## src/flow_pkg.sv

```systemverilog
package flow_pkg;

    // --------------------------------------------------
    // Flow-control limits
    // --------------------------------------------------
    // Deepest word buffer the credit counter can cover
    localparam int MAX_FIFO_DEPTH = 16;

    // Credit and fill counters, 0 up to MAX_FIFO_DEPTH inclusive
    typedef logic [$clog2(MAX_FIFO_DEPTH + 1)-1:0] credit_t;

endpackage

```

## src/bus_pkg.sv

```systemverilog
package bus_pkg;

    // --------------------------------------------------
    // Bus geometry
    // --------------------------------------------------
    // Byte address of the 8-bit side
    localparam int ADDR_W = 16;
    // Byte lanes in one slave word
    localparam int LANES  = 4;

    // --------------------------------------------------
    // Basic types
    // --------------------------------------------------
    typedef logic [7:0]          byte_t;
    typedef logic [ADDR_W-1:0]   addr_t;
    // Byte address with the two lane bits removed
    typedef logic [ADDR_W-3:0]   word_adr_t;
    typedef logic [1:0]          lane_t;
    typedef logic [LANES-1:0]    sel_t;
    typedef logic [31:0]         word_t;

    // --------------------------------------------------
    // Word with a per-lane view
    // --------------------------------------------------
    // Packer fills single lanes, port reads the whole word
    // Lane 0 is the least significant byte
    typedef union packed {
        word_t                word;
        byte_t [LANES-1:0]    lanes;
    } word_lanes_u;

endpackage
```

## src/bus_sizer_top.sv

```systemverilog
`timescale 1ns/100ps

module bus_sizer_top #(
    parameter int FIFO_DEPTH = 4,
    parameter int WDT_LIMIT  = 16
) (
    // 8-bit byte side
    input  logic                   byte_stb_i,
    input  bus_pkg::addr_t         byte_adr_i,
    input  bus_pkg::byte_t         byte_dat_i,
    output logic                   byte_ack_o,
    input  logic                   flush_i,

    // 32-bit slave side
    output logic                   mem_stb_o,
    output bus_pkg::word_adr_t     mem_adr_o,
    output bus_pkg::word_t         mem_dat_o,
    output bus_pkg::sel_t          mem_sel_o,
    input  logic                   mem_ack_i,
    output logic                   wdt_exc_o,

    input  logic                   wb_clk_i,
    input  logic                   rst_n_i
);

    import bus_pkg::*;

    // --------------------------------------------------
    // Packer to buffer
    // --------------------------------------------------
    logic          push;
    word_adr_t     push_adr;
    word_lanes_u   push_dat;
    sel_t          push_sel;
    logic          credit;

    // --------------------------------------------------
    // Buffer to port
    // --------------------------------------------------
    logic          head_valid;
    word_adr_t     head_adr;
    word_lanes_u   head_dat;
    sel_t          head_sel;
    logic          pop;

    byte_packer #(
        .FIFO_DEPTH ( FIFO_DEPTH )
    ) u_packer (
        .wb_clk_i   ( wb_clk_i   ),
        .rst_n_i    ( rst_n_i    ),
        .byte_stb_i ( byte_stb_i ),
        .byte_adr_i ( byte_adr_i ),
        .byte_dat_i ( byte_dat_i ),
        .flush_i    ( flush_i    ),
        .credit_i   ( credit     ),
        .byte_ack_o ( byte_ack_o ),
        .push_o     ( push       ),
        .push_adr_o ( push_adr   ),
        .push_dat_o ( push_dat   ),
        .push_sel_o ( push_sel   )
    );

    credit_word_fifo #(
        .FIFO_DEPTH ( FIFO_DEPTH )
    ) u_fifo (
        .wb_clk_i     ( wb_clk_i   ),
        .rst_n_i      ( rst_n_i    ),
        .push_i       ( push       ),
        .push_adr_i   ( push_adr   ),
        .push_dat_i   ( push_dat   ),
        .push_sel_i   ( push_sel   ),
        .pop_i        ( pop        ),
        .credit_o     ( credit     ),
        .head_valid_o ( head_valid ),
        .head_adr_o   ( head_adr   ),
        .head_dat_o   ( head_dat   ),
        .head_sel_o   ( head_sel   )
    );

    mem_write_port #(
        .WDT_LIMIT ( WDT_LIMIT )
    ) u_port (
        .wb_clk_i     ( wb_clk_i   ),
        .rst_n_i      ( rst_n_i    ),
        .head_valid_i ( head_valid ),
        .head_adr_i   ( head_adr   ),
        .head_dat_i   ( head_dat   ),
        .head_sel_i   ( head_sel   ),
        .mem_ack_i    ( mem_ack_i  ),
        .pop_o        ( pop        ),
        .mem_stb_o    ( mem_stb_o  ),
        .mem_adr_o    ( mem_adr_o  ),
        .mem_dat_o    ( mem_dat_o  ),
        .mem_sel_o    ( mem_sel_o  ),
        .wdt_exc_o    ( wdt_exc_o  )
    );

endmodule

```

## src/mem_write_port.sv

```systemverilog
`timescale 1ns/100ps

module mem_write_port #(
    parameter int WDT_LIMIT = 16
) (
    input  logic                   wb_clk_i,
    input  logic                   rst_n_i,
    input  logic                   head_valid_i,
    input  bus_pkg::word_adr_t     head_adr_i,
    input  bus_pkg::word_lanes_u   head_dat_i,
    input  bus_pkg::sel_t          head_sel_i,
    input  logic                   mem_ack_i,
    output logic                   pop_o,
    output logic                   mem_stb_o,
    output bus_pkg::word_adr_t     mem_adr_o,
    output bus_pkg::word_t         mem_dat_o,
    output bus_pkg::sel_t          mem_sel_o,
    output logic                   wdt_exc_o
);

    localparam int WDT_W = $clog2(WDT_LIMIT + 1);

    logic [WDT_W-1:0]  wdt_cnt_q;
    logic              wdt_hit;
    logic              bus_free;

    // Slave gave up on this word
    assign wdt_hit  = mem_stb_o && !mem_ack_i && (wdt_cnt_q == WDT_W'(WDT_LIMIT - 1));

    // Bus is free now or after this edge
    assign bus_free = !mem_stb_o || mem_ack_i || wdt_hit;
    assign pop_o    = head_valid_i && bus_free;

    // --------------------------------------------------
    // Strobe and watchdog
    // --------------------------------------------------
    always_ff @(posedge wb_clk_i) begin
        if (!rst_n_i) begin
            mem_stb_o <= 1'b0;
            wdt_exc_o <= 1'b0;
            wdt_cnt_q <= '0;
        end else begin
            wdt_exc_o <= wdt_hit;
            if (bus_free) begin
                mem_stb_o <= pop_o;
                wdt_cnt_q <= '0;
            end else begin
                wdt_cnt_q <= wdt_cnt_q + 1'b1;
            end
        end
    end

    // Payload loads only with a popped word
    always_ff @(posedge wb_clk_i) begin
        if (pop_o) begin
            mem_adr_o <= head_adr_i;
            mem_dat_o <= head_dat_i.word;
            mem_sel_o <= head_sel_i;
        end
    end

    // Word stays on the bus until acknowledged or dropped
    a_bus_stable : assert property (
        @(posedge wb_clk_i) disable iff (!rst_n_i)
        (mem_stb_o && !mem_ack_i && !wdt_hit) |=>
            (mem_stb_o && $stable(mem_adr_o) && $stable(mem_dat_o) && $stable(mem_sel_o))
    );

endmodule

```

## src/credit_word_fifo.sv

```systemverilog
`timescale 1ns/100ps

module credit_word_fifo #(
    parameter int FIFO_DEPTH = 4
) (
    input  logic                   wb_clk_i,
    input  logic                   rst_n_i,
    input  logic                   push_i,
    input  bus_pkg::word_adr_t     push_adr_i,
    input  bus_pkg::word_lanes_u   push_dat_i,
    input  bus_pkg::sel_t          push_sel_i,
    input  logic                   pop_i,
    output logic                   credit_o,
    output logic                   head_valid_o,
    output bus_pkg::word_adr_t     head_adr_o,
    output bus_pkg::word_lanes_u   head_dat_o,
    output bus_pkg::sel_t          head_sel_o
);

    import bus_pkg::*;
    import flow_pkg::*;

    localparam int PTR_W = (FIFO_DEPTH > 1) ? $clog2(FIFO_DEPTH) : 1;

    // Entry storage
    word_adr_t     adr_mem [FIFO_DEPTH];
    word_lanes_u   dat_mem [FIFO_DEPTH];
    sel_t          sel_mem [FIFO_DEPTH];

    logic [PTR_W-1:0]  wr_ptr_q;
    logic [PTR_W-1:0]  rd_ptr_q;
    credit_t           count_q;

    // Wrap at the configured depth, not at a power of two
    function automatic logic [PTR_W-1:0] ptr_inc(input logic [PTR_W-1:0] ptr);
        if (ptr == PTR_W'(FIFO_DEPTH - 1)) begin
            return '0;
        end
        return ptr + 1'b1;
    endfunction

    // --------------------------------------------------
    // Pointers, fill level and credit return
    // --------------------------------------------------
    always_ff @(posedge wb_clk_i) begin
        if (!rst_n_i) begin
            wr_ptr_q <= '0;
            rd_ptr_q <= '0;
            count_q  <= '0;
            credit_o <= 1'b0;
        end else begin
            if (push_i) begin
                wr_ptr_q <= ptr_inc(wr_ptr_q);
            end
            if (pop_i) begin
                rd_ptr_q <= ptr_inc(rd_ptr_q);
            end
            count_q  <= count_q + credit_t'(push_i) - credit_t'(pop_i);
            // One credit back per freed slot
            credit_o <= pop_i;
        end
    end

    always_ff @(posedge wb_clk_i) begin
        if (push_i) begin
            adr_mem[wr_ptr_q] <= push_adr_i;
            dat_mem[wr_ptr_q] <= push_dat_i;
            sel_mem[wr_ptr_q] <= push_sel_i;
        end
    end

    // Head is read straight from the store
    assign head_valid_o = (count_q != '0);
    assign head_adr_o   = adr_mem[rd_ptr_q];
    assign head_dat_o   = dat_mem[rd_ptr_q];
    assign head_sel_o   = sel_mem[rd_ptr_q];

    // --------------------------------------------------
    // Credit loop checks
    // --------------------------------------------------
    // Packer credits must keep pushes away from a full store
    a_no_push_full : assert property (
        @(posedge wb_clk_i) disable iff (!rst_n_i)
        push_i |-> (count_q < credit_t'(FIFO_DEPTH)) || pop_i
    );

    // Port only takes a head that is there
    a_no_pop_empty : assert property (
        @(posedge wb_clk_i) disable iff (!rst_n_i)
        pop_i |-> head_valid_o
    );

endmodule

```

## src/byte_packer.sv

```systemverilog
`timescale 1ns/100ps

module byte_packer #(
    parameter int FIFO_DEPTH = 4
) (
    input  logic                   wb_clk_i,
    input  logic                   rst_n_i,
    input  logic                   byte_stb_i,
    input  bus_pkg::addr_t         byte_adr_i,
    input  bus_pkg::byte_t         byte_dat_i,
    input  logic                   flush_i,
    input  logic                   credit_i,
    output logic                   byte_ack_o,
    output logic                   push_o,
    output bus_pkg::word_adr_t     push_adr_o,
    output bus_pkg::word_lanes_u   push_dat_o,
    output bus_pkg::sel_t          push_sel_o
);

    import bus_pkg::*;
    import flow_pkg::*;

    // Open word being gathered
    logic          open_q;
    logic          done_q;
    word_adr_t     open_adr_q;
    word_lanes_u   open_dat_q;
    sel_t          open_sel_q;
    credit_t       credit_cnt_q;

    // Next state of the open word
    logic          open_d;
    logic          done_d;
    word_adr_t     adr_d;
    word_lanes_u   dat_d;
    sel_t          sel_d;

    // Incoming byte decoded
    lane_t         lane;
    word_adr_t     wadr;
    sel_t          lane_sel;
    logic          lane_last;
    logic          credit_ok;
    logic          merge_ok;
    word_lanes_u   fresh;
    word_lanes_u   merged;

    // Word leaving towards the buffer
    logic          accept;
    logic          emit;
    word_adr_t     emit_adr;
    word_lanes_u   emit_dat;
    sel_t          emit_sel;

    assign lane      = byte_adr_i[1:0];
    assign wadr      = byte_adr_i[ADDR_W-1:2];
    assign lane_sel  = sel_t'(1) << lane;
    assign lane_last = (lane == lane_t'(LANES - 1));
    assign credit_ok = (credit_cnt_q != '0);

    // Byte may join the open word without forcing it out
    assign merge_ok  = open_q && !done_q && (wadr == open_adr_q) &&
                       !(|(open_sel_q & lane_sel));

    // --------------------------------------------------
    // Acceptance and packing decision
    // --------------------------------------------------
    always_comb begin
        fresh              = '0;
        fresh.lanes[lane]  = byte_dat_i;
        merged             = open_dat_q;
        merged.lanes[lane] = byte_dat_i;

        accept   = 1'b0;
        emit     = 1'b0;
        emit_adr = open_adr_q;
        emit_dat = open_dat_q;
        emit_sel = open_sel_q;
        open_d   = open_q;
        done_d   = done_q;
        adr_d    = open_adr_q;
        dat_d    = open_dat_q;
        sel_d    = open_sel_q;

        if (byte_stb_i) begin
            if (!open_q) begin
                accept = 1'b1;
                if (lane_last && credit_ok) begin
                    // Lone lane 3 byte goes straight out
                    emit     = 1'b1;
                    emit_adr = wadr;
                    emit_dat = fresh;
                    emit_sel = lane_sel;
                end else begin
                    open_d = 1'b1;
                    done_d = lane_last;
                    adr_d  = wadr;
                    dat_d  = fresh;
                    sel_d  = lane_sel;
                end
            end else if (merge_ok) begin
                accept = 1'b1;
                if (lane_last && credit_ok) begin
                    emit     = 1'b1;
                    emit_dat = merged;
                    emit_sel = open_sel_q | lane_sel;
                    open_d   = 1'b0;
                end else begin
                    // Without a credit a completed word waits here
                    done_d = lane_last;
                    dat_d  = merged;
                    sel_d  = open_sel_q | lane_sel;
                end
            end else if (credit_ok) begin
                // Other word or repeated lane pushes the old word out
                accept = 1'b1;
                emit   = 1'b1;
                open_d = 1'b1;
                done_d = lane_last;
                adr_d  = wadr;
                dat_d  = fresh;
                sel_d  = lane_sel;
            end
        end else if (open_q && (done_q || flush_i) && credit_ok) begin
            emit   = 1'b1;
            open_d = 1'b0;
            done_d = 1'b0;
        end
    end

    assign byte_ack_o = accept;

    // --------------------------------------------------
    // State and credit registers
    // --------------------------------------------------
    always_ff @(posedge wb_clk_i) begin
        if (!rst_n_i) begin
            open_q       <= 1'b0;
            done_q       <= 1'b0;
            push_o       <= 1'b0;
            credit_cnt_q <= credit_t'(FIFO_DEPTH);
        end else begin
            open_q       <= open_d;
            done_q       <= done_d;
            push_o       <= emit;
            credit_cnt_q <= credit_cnt_q - credit_t'(emit) + credit_t'(credit_i);
        end
    end

    always_ff @(posedge wb_clk_i) begin
        open_adr_q <= adr_d;
        open_dat_q <= dat_d;
        open_sel_q <= sel_d;
        if (emit) begin
            push_adr_o <= emit_adr;
            push_dat_o <= emit_dat;
            push_sel_o <= emit_sel;
        end
    end

    // A push at zero credits or a surplus returned credit
    // drives the count out of its range
    a_credit_in_range : assert property (
        @(posedge wb_clk_i) disable iff (!rst_n_i)
        credit_cnt_q <= credit_t'(FIFO_DEPTH)
    );

endmodule

```

## config.mk

```make
export PLATFORM = sky130hd
export DESIGN_NAME = bus_sizer_top
export DESIGN_NICKNAME = d
export VERILOG_FILES = /design/src/flow_pkg.sv /design/src/bus_pkg.sv /design/src/bus_sizer_top.sv /design/src/mem_write_port.sv /design/src/credit_word_fifo.sv /design/src/byte_packer.sv
export SDC_FILE = /design/constraint.sdc
export NUM_CORES = 1
export LEC_CHECK = 0
export ABC_AREA = 1
export BUFFER_PORTS_ARGS = -buffer_cell sky130_fd_sc_hd__buf_2
export CORE_MARGIN = 2
export CORE_UTILIZATION = 24
export DETAILED_ROUTE_END_ITERATION = 10
export MAX_ROUTING_LAYER = met4
export PLACE_DENSITY_LB_ADDON = 0.25
export SLEW_MARGIN = 20
export SYNTH_ARGS = -nofsm -noshare
export SYNTH_HDL_FRONTEND = slang
export SYNTH_SLANG_ARGS = --single-unit
```

## constraint.sdc

```tcl
create_clock -name wb_clk_i -period 7.8 [get_ports wb_clk_i]
set_clock_uncertainty 0.1 [all_clocks]
set_input_delay 0 -clock wb_clk_i [delete_from_list [all_inputs] [get_ports wb_clk_i]]
set_output_delay 0 -clock wb_clk_i [all_outputs]
set_load 0.01 [all_outputs]
```

# Word level (Yosys, flattened, before mapping)
# Memories as Yosys holds them, arrays and structs flattened. A register that Yosys moved wholly into a read port is not among the register bits.
# Index checks and enable logic that the tools add are counted.
# W data, S select, Z words.
[op_classes] muxes=61 addsub=7 shift=1 bitwise_logic=4 eq_ne=11 n_reduce_logical=25 n_lt_le_gt_ge=2
[ops] operator="$mux W32" count=10
[ops] operator="$mux W14" count=7
[ops] operator="$mux W4" count=10
[ops] operator="$and A32 B32 Y32" count=1
[ops] operator="$bwmux W32" count=1
[ops] operator="$mux W1" count=27
[ops] operator="$demux W8 S2" count=1
[ops] operator="$eq A14 B14 Y1" count=1
[ops] operator="$add A5 B1 Y5" count=2
[ops] operator="$logic_and A1 B1 Y1" count=10
[ops] operator="$reduce_bool A5 Y1" count=2
[ops] operator="$sub A5 B1 Y5" count=2
[ops] operator="$mux W2" count=4
[ops] operator="$mux W8" count=1
[ops] operator="$reduce_and A4 Y1" count=2
[ops] operator="$eq A2 B2 Y1 const B" count=3
[ops] operator="$ne A2 B2 Y1 const B" count=3
[ops] operator="$add A5 B1 Y5 const B" count=1
[ops] operator="$eq A5 B4 Y1 const B" count=1
[ops] operator="$add A2 B1 Y2 const B" count=2
[ops] operator="$and A4 B4 Y4" count=1
[ops] operator="$logic_not A1 Y1" count=4
[ops] operator="$ne A4 B4 Y1 const B" count=1
[ops] operator="$or A4 B4 Y4" count=1
[ops] operator="11 further kinds" count=13
[totals] wordCells=131 regBits=125 output_inout_bits=53 mem_bits_rw=200 memories=3
[memory_table] name="u_fifo.dat_mem" depth=4 word_bits=32 rd=1 rd_ports_with_merged_regs=1 write_ports=1 line="credit_word_fifo.sv:27" rtl="word_lanes_u dat_mem [FIFO_DEPTH];"
[memory_table] name="u_fifo.adr_mem" depth=4 word_bits=14 rd=1 rd_ports_with_merged_regs=1 write_ports=1 line="credit_word_fifo.sv:26" rtl="word_adr_t adr_mem [FIFO_DEPTH];"
[memory_table] name="u_fifo.sel_mem" depth=4 word_bits=4 rd=1 rd_ports_with_merged_regs=1 write_ports=1 line="credit_word_fifo.sv:28" rtl="sel_t sel_mem [FIFO_DEPTH];"

# Longest topological paths before layout
# Gate-level depths: netlist (run 1).
[logic_depth] depth_word=10 ltp_mapped=22 mapped_depth_nobuf=22

# Cells and area by module
# From an unflattened synthesis (run 1), not the netlist that was laid out.
[hier_totals] cells_unflattened=1134 hier_area_um2=14943.1
[by_module_without_submodules] module="credit_word_fifo" area_each_um2=8202.9 cells_per_inst=570 seq_area_each_um2=6246.0 n_inst=1
[by_module_without_submodules] module="byte_packer" area_each_um2=4959.8 cells_per_inst=480 seq_area_each_um2=3163.0 n_inst=1
[by_module_without_submodules] module="mem_write_port" area_each_um2=1780.5 cells_per_inst=84 seq_area_each_um2=1641.6 n_inst=1

# Worst setup path before layout (run 1)
# OpenSTA, ideal clock, no wires.
[synth_timing] path_type="register to register" from="register u_port.wdt_cnt_q[0]" to="register u_fifo.count_q[4]" path_stages_with_launch=16 n_path_buf=0 arrival_time_ns=5.191 t_required_ns=7.572 slack_ns=2.381 synth_period_minus_slack_ns=5.419 setup_ns=0.128 path_cell_list="dfxtp_1 ha_1 nand2_1 nor2_1 ha_1 nor3_1 a31oi_1 ha_1 inv_1 ha_1 inv_1 fa_1 nor3_1 a211oi_1 o21ai_0 a21oi_1"
[synth_between] elab_chain_len=5
[synth_lines] element="from (decl)" line="mem_write_port.sv:23" rtl="logic [WDT_W-1:0] wdt_cnt_q;"
[synth_lines] element="from (signal assigned)" line="mem_write_port.sv:48" rtl="wdt_cnt_q <= wdt_cnt_q + 1'b1;"
[synth_lines] element="$eq A5 B4 Y1" line="mem_write_port.sv:28" rtl="assign wdt_hit = mem_stb_o && !mem_ack_i && (wdt_cnt_q == WDT_W'(WDT_LIMIT - 1));"
[synth_lines] element="$logic_and A1 B1 Y1" line="mem_write_port.sv:28"
[synth_lines] element="$logic_or A1 B1 Y1" line="mem_write_port.sv:31" rtl="assign bus_free = !mem_stb_o || mem_ack_i || wdt_hit;"
[synth_lines] element="$logic_and A1 B1 Y1" line="mem_write_port.sv:32" rtl="assign pop_o = head_valid_i && bus_free;"
[synth_lines] element="named net pop" line="bus_sizer_top.sv:44" rtl="logic pop;"
[synth_lines] element="$sub A5 B1 Y5" line="credit_word_fifo.sv:58" rtl="count_q <= count_q + credit_t'(push_i) - credit_t'(pop_i);"
[synth_lines] element="to (signal assigned)" line="credit_word_fifo.sv:58"
[synth_lines] element="to (decl)" line="credit_word_fifo.sv:32" rtl="credit_t count_q;"
# The timed path passes the listed nets, and every way through them passes these cells.
# A chain may end at the register's enable or synchronous reset.

# Worst setup path after layout (run 1)
[layout_timing] from="register u_packer.open_q" to="register u_packer.credit_cnt_q[4]"
[layout_between] elab_chain_len=8
[layout_lines] element="from (decl)" line="byte_packer.sv:24" rtl="logic open_q;"
[layout_lines] element="from (signal assigned)" line="byte_packer.sv:143" rtl="open_q <= open_d;"
[layout_lines] element="$logic_and A1 B1 Y1 (3 in series)" line="byte_packer.sv:62" rtl="assign merge_ok = open_q && !done_q && (wadr == open_adr_q) &&"
[layout_lines] element="$mux W1" line="byte_packer.sv:101" rtl="end else if (merge_ok) begin"
[layout_lines] element="$mux W1" line="byte_packer.sv:86" rtl="if (!open_q) begin"
[layout_lines] element="$mux W1 (*)" line="byte_packer.sv:85" rtl="if (byte_stb_i) begin"
[layout_lines] element="named net u_packer.emit" line="byte_packer.sv:50" rtl="logic emit;"
[layout_lines] element="$sub A5 B1 Y5 (*)" line="byte_packer.sv:146" rtl="credit_cnt_q <= credit_cnt_q - credit_t'(emit) + credit_t'(credit_i);"
[layout_lines] element="$add A5 B1 Y5 (*)" line="byte_packer.sv:146"
[layout_lines] element="to (signal assigned)" line="byte_packer.sv:141" rtl="credit_cnt_q <= credit_t'(FIFO_DEPTH);"
[layout_lines] element="to (signal assigned)" line="byte_packer.sv:146"
[layout_lines] element="to (decl)" line="byte_packer.sv:29" rtl="credit_t credit_cnt_q;"
# Mark *: on every way through the listed nets, which the timed path passes. The rest lies on a longest branch.

==> out/results.tsv, run 1 <==
stage	metric	value	unit
route	vias	8720	
floorplan	dieArea	0.0636	mm^2
synthesis	synth_area	0.0148	mm^2
worst_hold_path	holdPathStages	2	
setup_path	worst_ep_required_time	8.14	ns
placed_design	place_hpwl	19.7	mm
cells_and_area	final_cell_mix	edfxtp_1, o21ai_0, nor2_1	
worst_hold_path	min_to	u_packer.open_adr_q[3]	
cells_and_area	fill_cells	6181	
synthesis	post_synth_and_or_nand_nor_area_fraction	8.16	%
setup_path	cpMostUsedCell	inv_1	
setup_path	timing.rr.start	u_packer.open_q	
clocking	clk_latency	0.56	ns
timing	whs	0.0942	ns
synthesis	synth_top_family_by_area	compound AO/OA/AOI/OAI gates	
setup_path	critPathSlowestCell	nand3_2	
route	wl	34.2	mm
cells_and_area	seqCellArea	0.0110	mm^2
global_routing	grt_overflow_total	0	
timing	setup_tns	0	ns
synthesis	postSynthAreaPerCell	12.8	um^2
setup_path	rrSetupSlack	3.35	ns
timing	setup_viol	0	
setup_path	worstPathArrival	4.80	ns
synthesis	synth_area_leaders	edfxtp_1, o21ai_0, nor2_1	
setup_path	crit_chain	inv_1, nor2_1, nand3_1, nor2_1, nand3_2, nand2_1, nand2_1, o21ai_0, inv_2, ha_1, inv_1, ha_1, inv_1, fa_1, inv_1, nand2_1, a21oi_1, nor2_1, o21ai_0, a21oi_1	
clocking	cts_tree	yes	
floorplan	core	0.0606	mm^2
synthesis	synth-adder-area-share	1.88	%
clocking	htreeDepth	2	
clocking	cts.hold.buffers_added	31	
cells_and_area	final_common_cell	edfxtp_1	
timing	min_period	4.45	ns
timing	post-route-period-util	57.1	%
synthesis	syn-num-nets	1200	
route	wl_per_cell	16.4	um
synthesis	yosysTopAreaCell	edfxtp_1	
power_and_ir_drop	p_per_area	332	mW/mm^2
synthesis	synth_xor_area_share	0.237	%
setup_path	start_kind	flop	
synthesis	synth_compound_area_share	10.4	%
flow_run	cap_violations	0	
clocking	cts.sinks	375	
route	drt_iter0_drc	516	
cells_and_area	final_nets	1312	
cells_and_area	area_delta_synth_final	19.1	%
floorplan	die_w	252	um
timing	slew_violations	0	
synthesis	synthMuxAreaShare	0.102	%
placed_design	gp_congestion	0.778	
setup_path	max_stage_delay	0.53	ns
setup_path	worstSetupPathType	reg -> reg	
power_and_ir_drop	p_leak	6.38	nW
floorplan	num_rows	90	
cells_and_area	multi_input_area	0.00310	mm^2
synthesis	ys_seq_area_share	74.5	%
global_routing	antenna_found_initial	3	
setup_path	cp_max_fo	30	
outcome	status	completed	
synthesis	ys.warnings.count	0	
timing	hold_viol	0	
route	vias_per_cell	4.20	
setup_path	cp_num_buf_inv	5	
clocking	clk_pin_slew	0.06	ns
power_and_ir_drop	ir_worst_vdd	0.000148	V
synthesis	ys_types	34	
timing	max_freq	225	MHz
route	drt_first_pass_iters	4	
timing	worst_pin_slew	0.975	ns
cells_and_area	drive_above_1_share	12.8	%
timing	rsz0062_at_grt	false	
clocking	clock-root-buffer	clkbuf_16	
global_routing	grt_pass1_wl	51.9	mm
route	postRouteAntennaNets	0	
setup_path	r2r-end	u_packer.credit_cnt_q[4]	
setup_path	r2r_cells	20	
synthesis	yosysTopAreaCellShare	71.1	%
floorplan	pin_count	82	
synthesis	synth_cells	1150	
timing	slew_headroom	34.8	%
route	drc_errors	0	
clocking	cts_buffers	41	
clocking	cts-resized-gates	0	
setup_path	critPathTopFamily	simple AND/OR/NAND/NOR gates	
clocking	cts.path.max_buffers	3	
worst_hold_path	hold_path_class	in -> reg	
setup_path	endpoint_kind	flop	
synthesis	ys_ff_latch	375	
clocking	cts_setup_buffers	0	
global_routing	first_global_vias	8663	
global_routing	grt_max_degree	75	
worst_hold_path	holdCritStartpoint	byte_adr_i[5]	
placed_design	port_buffers	81	
floorplan	initial_utilization	24.4	%
global_routing	grt.total_usage	11.1	%
floorplan	die_h	252	um
[logic make-up (layout without fill, tap and decap cells)]
logic type | count (synthesis) | count (layout)
AO/OA/AOI/OAI | 274 | 274
XOR/XNOR | 4 | 4
adder cells (fa/ha/maj) | 21 | 21
buffers and inverters | 175 | 318
flip-flops | 375 | 375
multiplexers | 1 | 1
other | 0 | 3
AND/OR/NAND/NOR | 300 | 300
[sequential cells by signal, summed over array words and instances, names as in the netlist, 5 cells and up]
signal / flops
u_packer.open_dat_q: 32
u_port.mem_adr_o: 14
u_fifo.dat_mem: 128
u_fifo.sel_mem: 16
u_fifo.count_q: 5
u_packer.open_adr_q: 14
u_packer.credit_cnt_q: 5
u_port.mem_dat_o: 32
u_fifo.adr_mem: 56
u_packer.push_adr_o: 14
u_port.wdt_cnt_q: 5
u_packer.push_dat_o: 32
[cell type report]
| type | count | area share [%] |
|---|---|---|
| Tap cell | 782 | 5.56 |
| Inverter | 120 | 2.59 |
| Antenna cell | 3 | 0.0427 |
| Clock inverter | 18 | 0.761 |
| Multi-Input combinational cell | 600 | 17.6 |
| Timing Repair Buffer | 124 | 4.58 |
| Sequential cell | 375 | 62.6 |
| Clock buffer | 56 | 6.27 |
[where the power goes]
part	internal (mW)	switching, mW
clock	1.03	0.783
combinational	0.380	0.849
sequential	2.65	0.153
total	4.06	1.79
[how the worst max path moves through the flow]
stage / startpoint / end / slack (ns) / depth (start not counted)
2_1_floorplan: u_port.wdt_cnt_q[0] / u_fifo.count_q[4] / 2.38 / 15
3_3_place_gp: u_packer.open_q / u_packer.credit_cnt_q[4] / 3.42 / 20
3_5_place_dp: u_packer.open_q / u_packer.credit_cnt_q[4] / 3.31 / 20
4_1_cts: u_packer.open_q / u_packer.credit_cnt_q[4] / 3.30 / 20
5_1_grt: u_packer.open_q / u_packer.credit_cnt_q[4] / 2.85 / 20
6_report: u_packer.open_q / u_packer.credit_cnt_q[4] / 3.35 / 20
[routing by layer]
layer / up-vias / global-route usage [%] / share of wire [%]
met2: 132 / 18.2 / 49
met5: - / - / 0
met1: 4186 / 13.6 / 45
met3: 56 / 2.11 / 3.8
li1: 4346 / - / -
met4: 0 / 3.84 / 2.8
[synthesized netlist by cell type (all sizes together)]
library cell / n
a21oi: 14
nand3: 15
edfxtp: 350
ha: 19
a31oi: 26
dfxtp: 25
a22oi: 4
o31ai: 17
nor3b: 3
buf: 11
mux2: 1
nand4: 5
fa: 2
clkinv: 1
a211oi: 2
nor3: 7
nand3b: 1
inv: 119
nor2: 141
xor2: 3
o21ai: 151
o22ai: 59
o211ai: 1
xnor2: 1
nand2: 128
clkbuf: 44
[stage by stage]
step                instances  setup slack (ns)  total power [mW]  instance area [um^2]  util (%)
CTS                      2075              3.30              5.95                 17600      29.0
floorplan                1150              2.38              3.59                 14800         -
global placement         1970              3.42              4.09                 16000      26.5
finish                   2078              3.35              5.85                 17600      29.0
global route             2078              2.85              6.18                 17600      29.0
detailed placement       1970              3.31              4.11                 16000      26.5
(Power assumes the default switching activity.)
==> run 2: changes to the inputs <==
- clock period: 7.8 -> 4.2 ns (I/O delays scaled with it)
==> run 2 against run 1 <==
Net effect: sequential share of layout area shrank 0.38 points; via count grew 1.1%; utilization grew 0.18 points; first-iteration DRC count shrank 0.39%; critical path type unchanged.
==> out/results.tsv, run 2 (synthesized netlist as in run 1, its figures left out) <==
stage	metric	value	unit
cells_and_area	largestRegisters	u_fifo.dat_mem: 128 flops, u_fifo.adr_mem: 56 flops	
clocking	cts-resized-gates	0	
timing	min_period	3.24	ns
cells_and_area	fin_util	29.2	%
route	wl_per_cell	16.6	um
floorplan	num_rows	90	
route	postRouteAntennaNets	0	
route	vias	8812	
clocking	clk_pin_slew	0.06	ns
cells_and_area	final_common_cell	edfxtp_1	
placed_design	dp_slack	0.933	ns
route	met1_length	15.7	mm
placed_design	place_hpwl	20.1	mm
global_routing	grt.total_usage	11.3	%
floorplan	pin_count	82	
setup_path	max_stage_delay	0.42	ns
cells_and_area	final_cell_mix	edfxtp_1, o21ai_0, nor2_1	
worst_hold_path	hold_path_class	in -> reg	
global_routing	grt_max_degree	73	
route	vias_per_cell	4.23	
timing	max_freq	308	MHz
timing	setup_ws	0.957	ns
cells_and_area	top_register	u_fifo.dat_mem	
power_and_ir_drop	p_sw	3.36	mW
cells_and_area	largest_reg_flops	128	
timing	worst_pin_slew	0.917	ns
clocking	clock-root-buffer	clkbuf_16	
clocking	cts.path.max_buffers	3	
placed_design	port_buffers	81	
timing	slew_violations	0	
floorplan	core	0.0606	mm^2
power_and_ir_drop	p_per_area	626	mW/mm^2
setup_path	worstSetupPathType	reg -> reg	
global_routing	grt_pass1_wl	52.8	mm
route	routed.top_layer	met4	
power_and_ir_drop	ir_worst_vdd	0.000252	V
setup_path	cpMostUsedCell	nand2_1	
setup_path	cp_max_fo	4	
power_and_ir_drop	p_int	7.71	mW
route	wl_met2	16.6	mm
power_and_ir_drop	switching_share	30.3	%
timing	whs	0.0844	ns
clocking	htreeDepth	2	
setup_path	cp_num_buf_inv	4	
placed_design	gp_congestion	0.764	
route	drc_errors	0	
timing	slew_headroom	38.7	%
timing	hold_viol	0	
route	wl	34.6	mm
clocking	cts.sinks	375	
clocking	clk_latency	0.56	ns
route	drt_iter0_drc	514	
timing	setup_viol	0	
power_and_ir_drop	pwr-share-clk	32.0	%
floorplan	die_h	252	um
setup_path	critPathTopFamily	adder cells	
setup_path	worstPathArrival	3.59	ns
floorplan	die_w	252	um
clocking	cts_tree	yes	
setup_path	start_kind	flop	
outcome	status	completed	
setup_path	critPathSlowestCell	edfxtp_1	
timing	post-route-period-util	77.2	%
setup_path	path_depth	21	
cells_and_area	drive_above_1_share	13.6	%
global_routing	antenna_found_initial	5	
worst_hold_path	holdPathStages	2	
power_and_ir_drop	total_power	11.1	mW
clocking	cts_setup_buffers	0	
global_routing	grt_overflow_total	0	
timing	setup_tns	0	ns
power_and_ir_drop	combPwrFrac	20.8	%
power_and_ir_drop	p_leak	6.45	nW
floorplan	initial_utilization	24.4	%
cells_and_area	final_nets	1315	
power_and_ir_drop	p_seq_share	47.1	%
clocking	cts.hold.buffers_added	29	
setup_path	crit_chain	nand2_1, o21ai_0, nor2_1, nand2_1, nor2_1, nand3_2, nand2_1, nand2_1, o21ai_0, inv_2, ha_1, inv_1, ha_1, inv_1, fa_1, inv_1, nand2_1, a21oi_1, nor2_1, o21ai_0, a21oi_1	
cells_and_area	area_delta_synth_final	19.8	%
timing	rsz0062_at_grt	false	
clocking	cts_buffers	41	
flow_run	cap_violations	0	
route	drt_first_pass_iters	4	
setup_path	r2r_cells	21	
setup_path	endpoint_kind	flop	
floorplan	dieArea	0.0636	mm^2
route	dr_wl_met3	1.40	mm
setup_path	worst_ep_required_time	4.55	ns
global_routing	first_global_vias	8630	
## run 2: cell types whose count changed in the layout (fill, tap and decap cells not counted), moves of 2 or more
cell and delta:
clkinv_2 +4, buf_4 +5, clkbuf_1 -10, clkinv_1 +4, bufinv_16 +3, dlygate4sd3_1 -2
## run 2: metal layers
layer / track usage [%] / vias to the layer above
met5: - / -
met4: 3.75 / 0
met1: 14.1 / 4233
met3: 2.20 / 56
li1: - / 4357
met2: 18.3 / 166
## run 2: worst paths after layout
kind,start,to,slack [ns]
worst max-delay path,u_packer.open_adr_q[1],u_packer.credit_cnt_q[4],0.96
worst min register to register,u_port.wdt_cnt_q[0],u_port.wdt_cnt_q[0],0.35
worst min-delay path,byte_adr_i[3],u_packer.open_adr_q[1],0.08
worst max register to register,u_packer.open_adr_q[1],u_packer.credit_cnt_q[4],0.96
## run 2: layout make-up
type | count | area [um^2]
Antenna cell | 4 | 10.0
Sequential cell | 375 | 11000
Fill cell | 6172 | 42900
Clock buffer | 46 | 1070
Clock inverter | 29 | 258
Timing Repair Buffer | 127 | 823
Tap cell | 782 | 978
Multi-Input combinational cell | 600 | 3100
Inverter | 120 | 455
## run 2: worst reg2reg max path, delay by kind of cell, from the launching register on
| kind | cells | cell delay [ns] |
|---|---|---|
| buf+inv | 4 | 0.26 |
| fa+ha+maj | 3 | 0.85 |
| simple gates | 9 | 0.78 |
| compound gates | 5 | 0.73 |
| flops | 1 | 0.42 |
## run 2: power groups by stage
stage	Clock, mW	Combinational (mW)	Sequential (mW)
detailed placement	0	2.36	5.31
global route	3.81	2.63	5.29
finish	3.55	2.31	5.22
CTS	3.65	2.39	5.24
global placement	0	2.33	5.31
floorplan	0	1.33	5.33
## run 2: per-stage QoR
step                area, um^2  cells
global placement         16100   1975
global route             17700   2083
CTS                      17700   2079
detailed placement       16100   1975
floorplan                14800   1150
finish                   17700   2083
